<file path="src/video_params.svh">
`ifndef VIDEO_PARAMS_SVH
`define VIDEO_PARAMS_SVH

`default_nettype none

// horizontal raster, in pixel clocks
`define H_ACTIVE 640
`define H_FRONT 16
`define H_SYNC 96
`define H_TOTAL 800

// vertical raster, in lines
`define V_ACTIVE 480
`define V_FRONT 10
`define V_SYNC 2
`define V_TOTAL 525

// stored picture and its upscale factor
`define PIC_W 64
`define PIC_H 48
`define PIC_SCALE 10

// cpu address bit that selects the register block
`define REG_SEL_BIT 12
`define REG_CTRL 'h1000
`define REG_STATUS 'h1004

// counters to vga outputs, in pixel clocks
`define PIPE_DEPTH 3

`default_nettype wire

`endif
</file>
<file path="src/common_pkg.sv">
`default_nettype none

package common_pkg;

    // cpu address or data word
    typedef logic [31:0] word_t;

    typedef logic [7:0] byte_t;

    // bit k enables byte lane k
    typedef logic [3:0] byte_mask_t;

    // framebuffer byte address, 4 KiB
    typedef logic [11:0] pxl_addr_t;

    // red 7:5, green 4:2, blue 1:0
    typedef logic [7:0] rgb332_t;

    // one vga output channel
    typedef logic [3:0] color4_t;

    // raster x or y counter
    typedef logic [9:0] coord_t;

endpackage

`default_nettype wire

</file>
<file path="src/vga_timing.sv">
`timescale 1ns/1ns
`include "video_params.svh"
`default_nettype none

module vga_timing (
    input  wire logic               pxl_clk_i,
    input  wire logic               rst_i,
    output logic                    pxl_rst_o,
    output common_pkg::coord_t      x_o,
    output common_pkg::coord_t      y_o,
    output logic                    active_o,
    output logic                    hsync_o,
    output logic                    vsync_o,
    output logic                    frame_start_o
);

    import common_pkg::*;

    logic   rst_meta;
    logic   rst_sync;
    coord_t h_cnt;
    coord_t v_cnt;
    logic   h_last;

    // bring cpu-side reset into pixel domain
    always_ff @(posedge pxl_clk_i) begin
        rst_meta <= rst_i;
        rst_sync <= rst_meta;
    end

    assign pxl_rst_o = rst_sync;

    assign h_last = (h_cnt == `H_TOTAL - 1);

    always_ff @(posedge pxl_clk_i) begin
        if (rst_sync) begin
            h_cnt <= '0;
        end else if (h_last) begin
            h_cnt <= '0;
        end else begin
            h_cnt <= h_cnt + 10'd1;
        end
    end

    // advances once per line
    always_ff @(posedge pxl_clk_i) begin
        if (rst_sync) begin
            v_cnt <= '0;
        end else if (h_last) begin
            if (v_cnt == `V_TOTAL - 1) begin
                v_cnt <= '0;
            end else begin
                v_cnt <= v_cnt + 10'd1;
            end
        end
    end

    assign x_o = h_cnt;
    assign y_o = v_cnt;

    assign active_o = (h_cnt < `H_ACTIVE) && (v_cnt < `V_ACTIVE);

    // both syncs active low
    assign hsync_o = !((h_cnt >= `H_ACTIVE + `H_FRONT) &&
                       (h_cnt < `H_ACTIVE + `H_FRONT + `H_SYNC));
    assign vsync_o = !((v_cnt >= `V_ACTIVE + `V_FRONT) &&
                       (v_cnt < `V_ACTIVE + `V_FRONT + `V_SYNC));

    // first pixel of the first vsync line
    assign frame_start_o = (v_cnt == `V_ACTIVE + `V_FRONT) && (h_cnt == '0);

endmodule

`default_nettype wire

</file>
<file path="config.mk">
export PLATFORM = sky130hd
export DESIGN_NAME = vga_timing
export DESIGN_NICKNAME = d
export VERILOG_FILES = /design/src/common_pkg.sv /design/src/vga_timing.sv
export VERILOG_INCLUDE_DIRS = /design/src
export SDC_FILE = /design/constraint.sdc
export NUM_CORES = 1
export LEC_CHECK = 0
export ABC_AREA = 1
export BUFFER_PORTS_ARGS = -buffer_cell sky130_fd_sc_hd__buf_2
export CAP_MARGIN = 20
export CORE_MARGIN = 2
export CORE_UTILIZATION = 29
export CTS_CLUSTER_SIZE = 14
export DETAILED_ROUTE_END_ITERATION = 8
export HOLD_SLACK_MARGIN = 0.02
export PLACE_DENSITY = 0.57
export SLEW_MARGIN = 20
export SYNTH_ARGS = -nofsm -noshare
export SYNTH_HDL_FRONTEND = slang
export SYNTH_SLANG_ARGS = --single-unit
export TNS_END_PERCENT = 10
</file>
<file path="constraint.sdc">
create_clock -name pxl_clk_i -period 1.5 [get_ports pxl_clk_i]
set_input_delay 0.225 -clock pxl_clk_i [delete_from_list [all_inputs] [get_ports pxl_clk_i]]
set_output_delay 0.225 -clock pxl_clk_i [all_outputs]
set_load 0.005 [all_outputs]
</file>
==> results.md <==
- Initial antenna violation count: 0
- Via/cell ratio: 4.623
- Antenna viol nets, final: 0
- Htree depth: 1
- NumNets Final: 234
- Commonest non-fill, non-tap cell in the layout: nand2_1
- Initial DRC count: 49
- Global-route wire length before repair: 5368 um
- Mapped Cells: 183
- CP Depth: 5
- Worst path bufs/invs: 2
- Met3 WL: 115 um
- Reg clk slew, reported paths: 0.09 ns
- Synthesized area: 1235 um2
- Setup WS post-layout: -0.1119 ns
- Crit. End Element: output pin
- #FFs+latches synth: 22
- Slew Viols, Final: 0
- Syn Nets: 189
- M1 WL: 1598 um
- Layout area overhead: 33.84%
- Data arrival, critical path: 1.39 ns
- Diode count: 0
- Routed WL: 3207 um
- Seq/Total Area, Yosys: 35.66%
- Most frequent cells in the layout: 42 x nand2_1, 29 x nor2_1, 26 x buf_2, 24 x inv_1, 24 x nand3_1
- Internal power: 816.1 uW
- Share of layout cells above drive strength 1: 33.19%
- Clock root cell: clkbuf_8
- Req. time, crit path: 1.27 ns
- DRC errors left: 0
- Crit path kind: reg -> out
- Critical path, cell by cell: buf_4, nor4_1, nand3_1, nor2_1, buf_2
- Die Wd: 69.26 um
- Routability congestion estimate: 0.8080
- Tmin final: 1.612 ns
- Slew @ Worst Pin: 0.2840 ns
- Clock Power Share: 35.9%
- Overall routing resource usage: 13.74%
- First-pass iteration count of the detailed router: 4
- # fillers: 454
- Die Span Y: 69.26 um
- Largest net degree at the start of global routing: 12
- DP HPWL: 2352 um
- Worst hold-check path type: in -> reg
- Io pins: 27
- CTS sink count: 22
- Vias: 1276
- Reg power frac: 56.3%
- Yosys warns: 0
- Clock Latency Late Sink: 0.27 ns
- Delay-heaviest family, CP: simple AND/OR/NAND/NOR gates
- Routed len/inst: 11.62 um
- Slowest cell on the critical path: dfxtp_1
- Critical path fanouts, max: 4
- Combinational power share: 7.8%
- Pwr dens: 646.8 nW/um2
- Syn Area/Cell: 6.748 um2
- Final hold violation count: 0
- Switching share of power: 23.66%
- Relative slew slack: 80.89%
- Vias in the first global route: 1133
- Core area: 4058 um2
- Hold path depth: 1
- CTS tree: yes
- Max cap viols: 0
- Synth unique cells: 21
- Failing checks: setup timing
- Peak VDD IR: 0.4377 mV
- CP peak stage delay: 0.34 ns
- Clock buffer depth: 2
- Top Metal Used: met4
- Rows: 23
- TritonCTS Buffers: 3
- Final Skew: 0.007779 ns
- Placement Setup Slack: 0.08037 ns
- Initial core utilization: 30.43%
- Peak Freq: 620.4 MHz
- Final setup TNS: -0.1119 ns
- Status: complete, but fails checks
- Tcrit/Tclk final: 107.5%
- Total grt overflow: 0
- Worst-case reg-to-reg path depth: 10
- Unrepaired setup endpoints after global routing: true
- Final design utilization: 40.73%
- Met2 wire length: 1448 um
- Startpoint types: flip-flop
- Port Buffers: 26
- Psw: 252.9 uW
- Final setup fails: 1
- Leak: 0.0008158 uW
- Min Hold Slack: 0.05950 ns
- Total die area: 4796 um2
-- per-stage QoR --
stage                     cell area [um2]  power [uW]  instances
after floorplan                      1235       643.2        183
after global placement               1480       671.7        266
after detailed placement             1480       672.1        266
after CTS                            1584        1065        271
after global routing                 1653        1107        276
final                                1653        1069        276
-- synthesized netlist by cell type, drive strengths merged --
library cell / number / area, um2
o21ai: 1 / 16.27
dfxtp: 22 / 440.4
nor3b: 1 / 7.510
nor2: 36 / 183.9
nand2: 46 / 185.2
ha: 4 / 50.05
xor2: 3 / 26.28
nand4: 4 / 25.02
nor4: 3 / 18.77
o21bai: 1 / 7.510
nor3: 3 / 15.01
nand3: 24 / 120.1
a21oi: 4 / 20.02
inv: 31 / 118.9
-- power by group through the flow --
stage | sequential [uW] | clock (uW) | combinational (uW)
2_1_floorplan | 616 | 0 | 27.0
3_3_place_gp | 613 | 0 | 58.8
3_5_place_dp | 613 | 0 | 58.8
4_1_cts | 601 | 383 | 81.0
5_1_grt | 604 | 412 | 91.3
6_report | 602 | 384 | 83.8
-- final timing paths --
check | from | endpoint | slack (ns)
setup / recovery | x_o[2]$_SDFF_PP0_ | frame_start_o | -0.11
setup reg to reg | x_o[0]$_SDFF_PP0_ | y_o[9]$_SDFFE_PP0N_ | 0.09
hold reg to reg | rst_meta$_DFF_P_ | pxl_rst_o$_DFF_P_ | 0.33
hold / removal | rst_i | rst_meta$_DFF_P_ | 0.06
-- routing by layer --
metal / up-vias / track usage [%]
met5: - / 0
met4: 0 / 4.575
met1: 584 / 19.79
li1: 659 / -
met2: 29 / 20.73
met3: 4 / 2.326
-- logic make-up after synthesis --
group / Yosys count / synth area share (%)
simple gates: 117 / 44.98
fa+ha+maj: 4 / 4.053
xor+xnor: 3 / 2.128
buf+inv: 31 / 9.626
flops: 22 / 35.66
compound gates: 6 / 3.547
-- layout make-up --
cell class	count	area, um2	area share, %
repair buffers	39	235.2	14.23
well taps	50	62.56	3.785
flip-flops and latches	22	449.2	27.18
clock buffers	3	41.29	2.498
multi-input cells	131	740.7	44.81
inverters	31	123.9	7.494
-- state kept, by name (all words and copies together), names as in the netlist --
register / cells
rst_meta: 1
x_o: 10
y_o: 10
pxl_rst_o: 1
-- timing repair --
| item | CTS | global route |
|---|---|---|
| pin swaps | 5 | 6 |
| cloned | 0 | 1 |
| gates resized for setup | 15 | 11 |
| hold buffers | 0 | 0 |
| setup buffers | 2 | 4 |
| setup endpoints to repair | 4 | 21 |
Note: power is estimated with default switching activity, not from simulation.
