$ cat config.mk
export PLATFORM = sky130hd
export DESIGN_NAME = pixel_pipe
export DESIGN_NICKNAME = d
export VERILOG_FILES = /design/src/common_pkg.sv /design/src/pixel_pipe.sv
export VERILOG_INCLUDE_DIRS = /design/src
export SDC_FILE = /design/constraint.sdc
export NUM_CORES = 1
export LEC_CHECK = 0
export ABC_AREA = 1
export BUFFER_PORTS_ARGS = -buffer_cell sky130_fd_sc_hd__clkbuf_2
export CAP_MARGIN = 10
export CORE_ASPECT_RATIO = 2
export CORE_MARGIN = 5
export CORE_UTILIZATION = 50
export DETAILED_ROUTE_END_ITERATION = 8
export PLACE_DENSITY = 0.86
export SKIP_LAST_GASP = 1
export SYNTH_ARGS = -nofsm -noshare
export SYNTH_HDL_FRONTEND = slang
export SYNTH_SLANG_ARGS = --single-unit
$ cat constraint.sdc
create_clock -name pxl_clk_i -period 2.1 [get_ports pxl_clk_i]
set_clock_uncertainty 0.2 [all_clocks]
set_input_delay 0.42 -clock pxl_clk_i [delete_from_list [all_inputs] [get_ports pxl_clk_i]]
set_output_delay 0.42 -clock pxl_clk_i [all_outputs]
set_load 0.02 [all_outputs]
$ cat src/video_params.svh
`ifndef VIDEO_PARAMS_SVH
`define VIDEO_PARAMS_SVH

`default_nettype none

// horizontal raster, in pixel clocks
`define H_ACTIVE 640
`define H_FRONT 16
`define H_SYNC 96
`define H_TOTAL 800

// vertical raster, in lines
`define V_ACTIVE 480
`define V_FRONT 10
`define V_SYNC 2
`define V_TOTAL 525

// stored picture and its upscale factor
`define PIC_W 64
`define PIC_H 48
`define PIC_SCALE 10

// cpu address bit that selects the register block
`define REG_SEL_BIT 12
`define REG_CTRL 'h1000
`define REG_STATUS 'h1004

// counters to vga outputs, in pixel clocks
`define PIPE_DEPTH 3

`default_nettype wire

`endif
$ cat src/common_pkg.sv
`default_nettype none

package common_pkg;

    // cpu address or data word
    typedef logic [31:0] word_t;

    typedef logic [7:0] byte_t;

    // bit k enables byte lane k
    typedef logic [3:0] byte_mask_t;

    // framebuffer byte address, 4 KiB
    typedef logic [11:0] pxl_addr_t;

    // red 7:5, green 4:2, blue 1:0
    typedef logic [7:0] rgb332_t;

    // one vga output channel
    typedef logic [3:0] color4_t;

    // raster x or y counter
    typedef logic [9:0] coord_t;

endpackage

`default_nettype wire

$ cat src/pixel_pipe.sv
`timescale 1ns/1ns
`include "video_params.svh"
`default_nettype none

module pixel_pipe (
    input  wire logic                   pxl_clk_i,
    input  wire logic                   pxl_rst_i,
    input  wire common_pkg::coord_t     x_i,
    input  wire common_pkg::coord_t     y_i,
    input  wire logic                   active_i,
    input  wire logic                   hsync_i,
    input  wire logic                   vsync_i,
    input  wire logic                   disp_en_i,
    input  wire common_pkg::rgb332_t    border_i,
    output common_pkg::pxl_addr_t       ram_addr_o,
    input  wire common_pkg::byte_t      ram_data_i,
    output common_pkg::color4_t         vga_r_o,
    output common_pkg::color4_t         vga_g_o,
    output common_pkg::color4_t         vga_b_o,
    output logic                        vga_hsync_o,
    output logic                        vga_vsync_o,
    output logic                        vga_de_o
);

    import common_pkg::*;

    logic [3:0]             sx;
    logic [6:0]             px;
    logic [3:0]             sy;
    logic [5:0]             py;
    logic [`PIPE_DEPTH-1:0] hs_pipe;
    logic [`PIPE_DEPTH-1:0] vs_pipe;
    logic [`PIPE_DEPTH-1:0] act_pipe;
    rgb332_t                pix;

    // x/10 and x%10 tracked alongside the raster counters
    always_ff @(posedge pxl_clk_i) begin
        if (pxl_rst_i || x_i == `H_TOTAL - 1) begin
            sx <= '0;
            px <= '0;
        end else if (sx == `PIC_SCALE - 1) begin
            sx <= '0;
            px <= px + 7'd1;
        end else begin
            sx <= sx + 4'd1;
        end
    end

    always_ff @(posedge pxl_clk_i) begin
        if (pxl_rst_i) begin
            sy <= '0;
            py <= '0;
        end else if (x_i == `H_TOTAL - 1) begin
            if (y_i == `V_TOTAL - 1) begin
                sy <= '0;
                py <= '0;
            end else if (sy == `PIC_SCALE - 1) begin
                sy <= '0;
                py <= py + 6'd1;
            end else begin
                sy <= sy + 4'd1;
            end
        end
    end

    // stage 1, framebuffer address
    always_ff @(posedge pxl_clk_i) begin
        if (pxl_rst_i) begin
            ram_addr_o <= '0;
        end else if (px < `PIC_W && py < `PIC_H) begin
            ram_addr_o <= pxl_addr_t'(py * `PIC_W + px);
        end else begin
            ram_addr_o <= '0;
        end
    end

    // sync and active delay, idle syncs high
    always_ff @(posedge pxl_clk_i) begin
        if (pxl_rst_i) begin
            hs_pipe  <= '1;
            vs_pipe  <= '1;
            act_pipe <= '0;
        end else begin
            hs_pipe  <= {hs_pipe[`PIPE_DEPTH-2:0], hsync_i};
            vs_pipe  <= {vs_pipe[`PIPE_DEPTH-2:0], vsync_i};
            act_pipe <= {act_pipe[`PIPE_DEPTH-2:0], active_i};
        end
    end

    assign vga_hsync_o = hs_pipe[`PIPE_DEPTH-1];
    assign vga_vsync_o = vs_pipe[`PIPE_DEPTH-1];
    assign vga_de_o    = act_pipe[`PIPE_DEPTH-1];

    assign pix = disp_en_i ? ram_data_i : border_i;

    // stage 3, rgb332 to 12-bit colour
    always_ff @(posedge pxl_clk_i) begin
        if (pxl_rst_i || !act_pipe[`PIPE_DEPTH-2]) begin
            vga_r_o <= '0;
            vga_g_o <= '0;
            vga_b_o <= '0;
        end else begin
            vga_r_o <= {pix[7:5], pix[7]};
            vga_g_o <= {pix[4:2], pix[4]};
            vga_b_o <= {pix[1:0], pix[1:0]};
        end
    end

endmodule

`default_nettype wire

==> flow_metrics.env <==
export IMPL_criticalPathCategory="reg2reg"
export IMPL_fp_dieW_um=56.7
export IMPL_worst_slew_pin_slew_ps=313
export IMPL_pwr_share_seq_pct=55.5
export IMPL_multi_input_area_um2=973
export IMPL_internal_power_w=0.00137
export IMPL_seq_area_um2=1000
export IMPL_track_usage_pct=16.4
export IMPL_whs_path_depth=2
export IMPL_antenna_cells=0
export IMPL_syn_nets=339
export IMPL_fin_setup_tns_ps=0
export IMPL_globalplace_congestion=0.802
export IMPL_netlist_area_um2=2180
export IMPL_hold_start="vsync_i"
export IMPL_fmax_mhz=624
export IMPL_layout_commonest_cell="clkbuf_2"
export IMPL_dr_total_vias=1939
export IMPL_grt_pass1_wl_mm=7.62
export IMPL_synth_warnings=0
export IMPL_rsz0062_at_grt="false"
export IMPL_total_power_w=0.00174
export IMPL_hp_class="in2reg"
export IMPL_p_per_area_nw_per_um2=658
export IMPL_rows=34
export IMPL_ant_nets=0
export IMPL_dr_pass1_iters=4
export IMPL_drt_iter0_drc=43
export IMPL_maxSlewViolCount=0
export IMPL_cts_inserted_buffers=5
export IMPL_boundaryPins=69
export IMPL_fill_cells=405
export IMPL_cts_resized=0
export IMPL_yosysSeqAreaShare_pct=45.9
export IMPL_wl_per_cell_um=10.9
export IMPL_port_buffers=68
export IMPL_cts_root_buf="clkbuf_8"
export IMPL_cts_setup_buffers=0
export IMPL_fin_crit_sh_pct=76.3
export IMPL_max_cap_violations=0
export IMPL_grt_busiest_layer="met2"
export IMPL_use_met3_pct=4.10
export IMPL_crit_fanout=4
export IMPL_start_util_pct=50.8
export IMPL_avgSynthCellArea_um2=7.55
export IMPL_critPathLaunchType="register"
export IMPL_power_switching_w=0.000374
export IMPL_clk_latency_ps=300
export IMPL_clkPwrFrac_pct=37.8
export IMPL_path_clk_slew_ps=80
export IMPL_met1_usage_pct=14.3
export IMPL_cp_end_kind="register"
export IMPL_fp_coreArea_um2=4300
export IMPL_layout_common_cells="clkbuf_2 (68), nand2_1 (63), dfxtp_1 (50)"
export IMPL_layout_drive_gt1_share_pct=27.2
export IMPL_cts_sinks=50
export IMPL_avgViaCountPerCell=4.72
export IMPL_synth_distinct_cells=24
export IMPL_cts_tree="done"
export IMPL_critPathArrivalTime_ps=1590
export IMPL_area_growth_pct=21.6
export IMPL_r2r_start="sx[0]"
export IMPL_grt_pass1_vias=1894
export IMPL_ctsHoldBuffers=0
export IMPL_hold_viol_final=0
export IMPL_combPwrFrac_pct=6.7
export IMPL_drc=0
export IMPL_die_h_um=103
export IMPL_ff2ff_path_depth=8
export IMPL_syn_inst=289
export IMPL_layout_nets=406
export IMPL_antenna_found_initial=0
export IMPL_synth_seq_cells=50
export IMPL_worstSetupStartpoint="sx[0]"
export IMPL_grt_max_degree=16
export IMPL_swShare_pct=21.4
export IMPL_setup_violations=0
export IMPL_required_ps=2090
export IMPL_min_period_ps=1600
export IMPL_p_leak_nw=1.25
export IMPL_vdd_ir_drop_max_mv=0.558
export IMPL_totalWireLength_mm=4.48
export IMPL_status="finished clean"
export IMPL_dp_hpwl_mm=3.66
export IMPL_relSlewSlack_pct=79.1
export IMPL_grt_overflow=0
export IMPL_htreeDepth=2
export IMPL_die_area_um2=5860
export IMPL_cts_buffer_depth=2
export IMPL_grt_use_met2_pct=33.3
-- worst max-delay path, stage by stage (launching register included) --
cell and delay [ps]:
dfxtp_1 380, ha_1 160, nand2_1 60, nor2_2 180, inv_2 100, nor2_4 100, nand3_1 80, xor2_1 180
nor2_2 50
-- metal layers --
metal / up-vias / part of all wire [%] / wire length (µm)
met1: 876 / 32 / 1440
li1: 1018 / - / -
met3: 11 / 4.6 / 208
met4: 0 / 2.3 / 102
met2: 34 / 61 / 2720
met5: - / 0 / 0
-- final timing paths --
kind | endpoint | slack (ps)
worst max-delay path | px[5] | 500
worst min-delay path | vs_pipe[0] | 90
worst max register to register | px[5] | 500
worst min register to register | act_pipe[1] | 200
-- flip-flops by register name (all words and copies together) (netlist names) --
name	count
vga_g_o	3
vs_pipe	3
py	6
sx	4
vga_b_o	2
ram_addr_o	12
hs_pipe	3
vga_r_o	3
sy	4
act_pipe	3
px	7
-- cell families after synthesis --
| family | after synthesis | synth area share [%] |
|---|---|---|
| buf+inv | 48 | 9.47 |
| xor+xnor | 8 | 3.21 |
| flops | 50 | 45.9 |
| simple gates | 156 | 31.8 |
| fa+ha+maj | 8 | 4.59 |
| compound gates | 19 | 5.05 |
-- cells in the mapped netlist, drive strengths merged --
master | count | area share [%]
o21bai | 1 | 0.86
ha | 8 | 4.6
dfxtp | 50 | 46
nor3 | 4 | 0.92
a21oi | 14 | 3.2
inv | 38 | 6.7
o21ai | 3 | 0.69
nand3 | 24 | 5.5
nor2 | 55 | 12
or2 | 6 | 1.7
a31oi | 1 | 0.29
buf | 10 | 2.8
xor2 | 6 | 2.4
nand2 | 65 | 11
nand4 | 2 | 0.57
xnor2 | 2 | 0.80
-- power groups by stage --
stage	Combinational (W)	Clock [W]	Sequential, W
global route	0.000134	0.000719	0.000970
CTS	0.000119	0.000685	0.000968
detailed placement	0.000118	0	0.000991
finish	0.000117	0.000659	0.000968
global placement	0.000114	0	0.000990
floorplan	0.0000590	0	0.000995
-- metrics by stage --
step	utilization, %	cells	hold slack [ps]	setup WS (ps)	area (µm²)
after detailed placement	59.2	403	196	427	2540
after floorplan	-	289	188	639	2180
after global routing	61.7	411	81.5	360	2650
final	61.7	411	94.5	498	2650
after global placement	59.2	403	191	469	2540
after CTS	61.7	411	81.5	477	2650
-- cell type report --
| type | instances | area share (%) |
|---|---|---|
| sequential | 50 | 37.7 |
| multi-input combinational | 191 | 36.7 |
| timing repair buffer | 70 | 13.4 |
| inverter | 38 | 5.47 |
| clock buffer | 6 | 2.74 |
| tap | 54 | 2.55 |
| clock inverter | 2 | 1.42 |
Note: power is estimated with default switching activity, not from simulation.
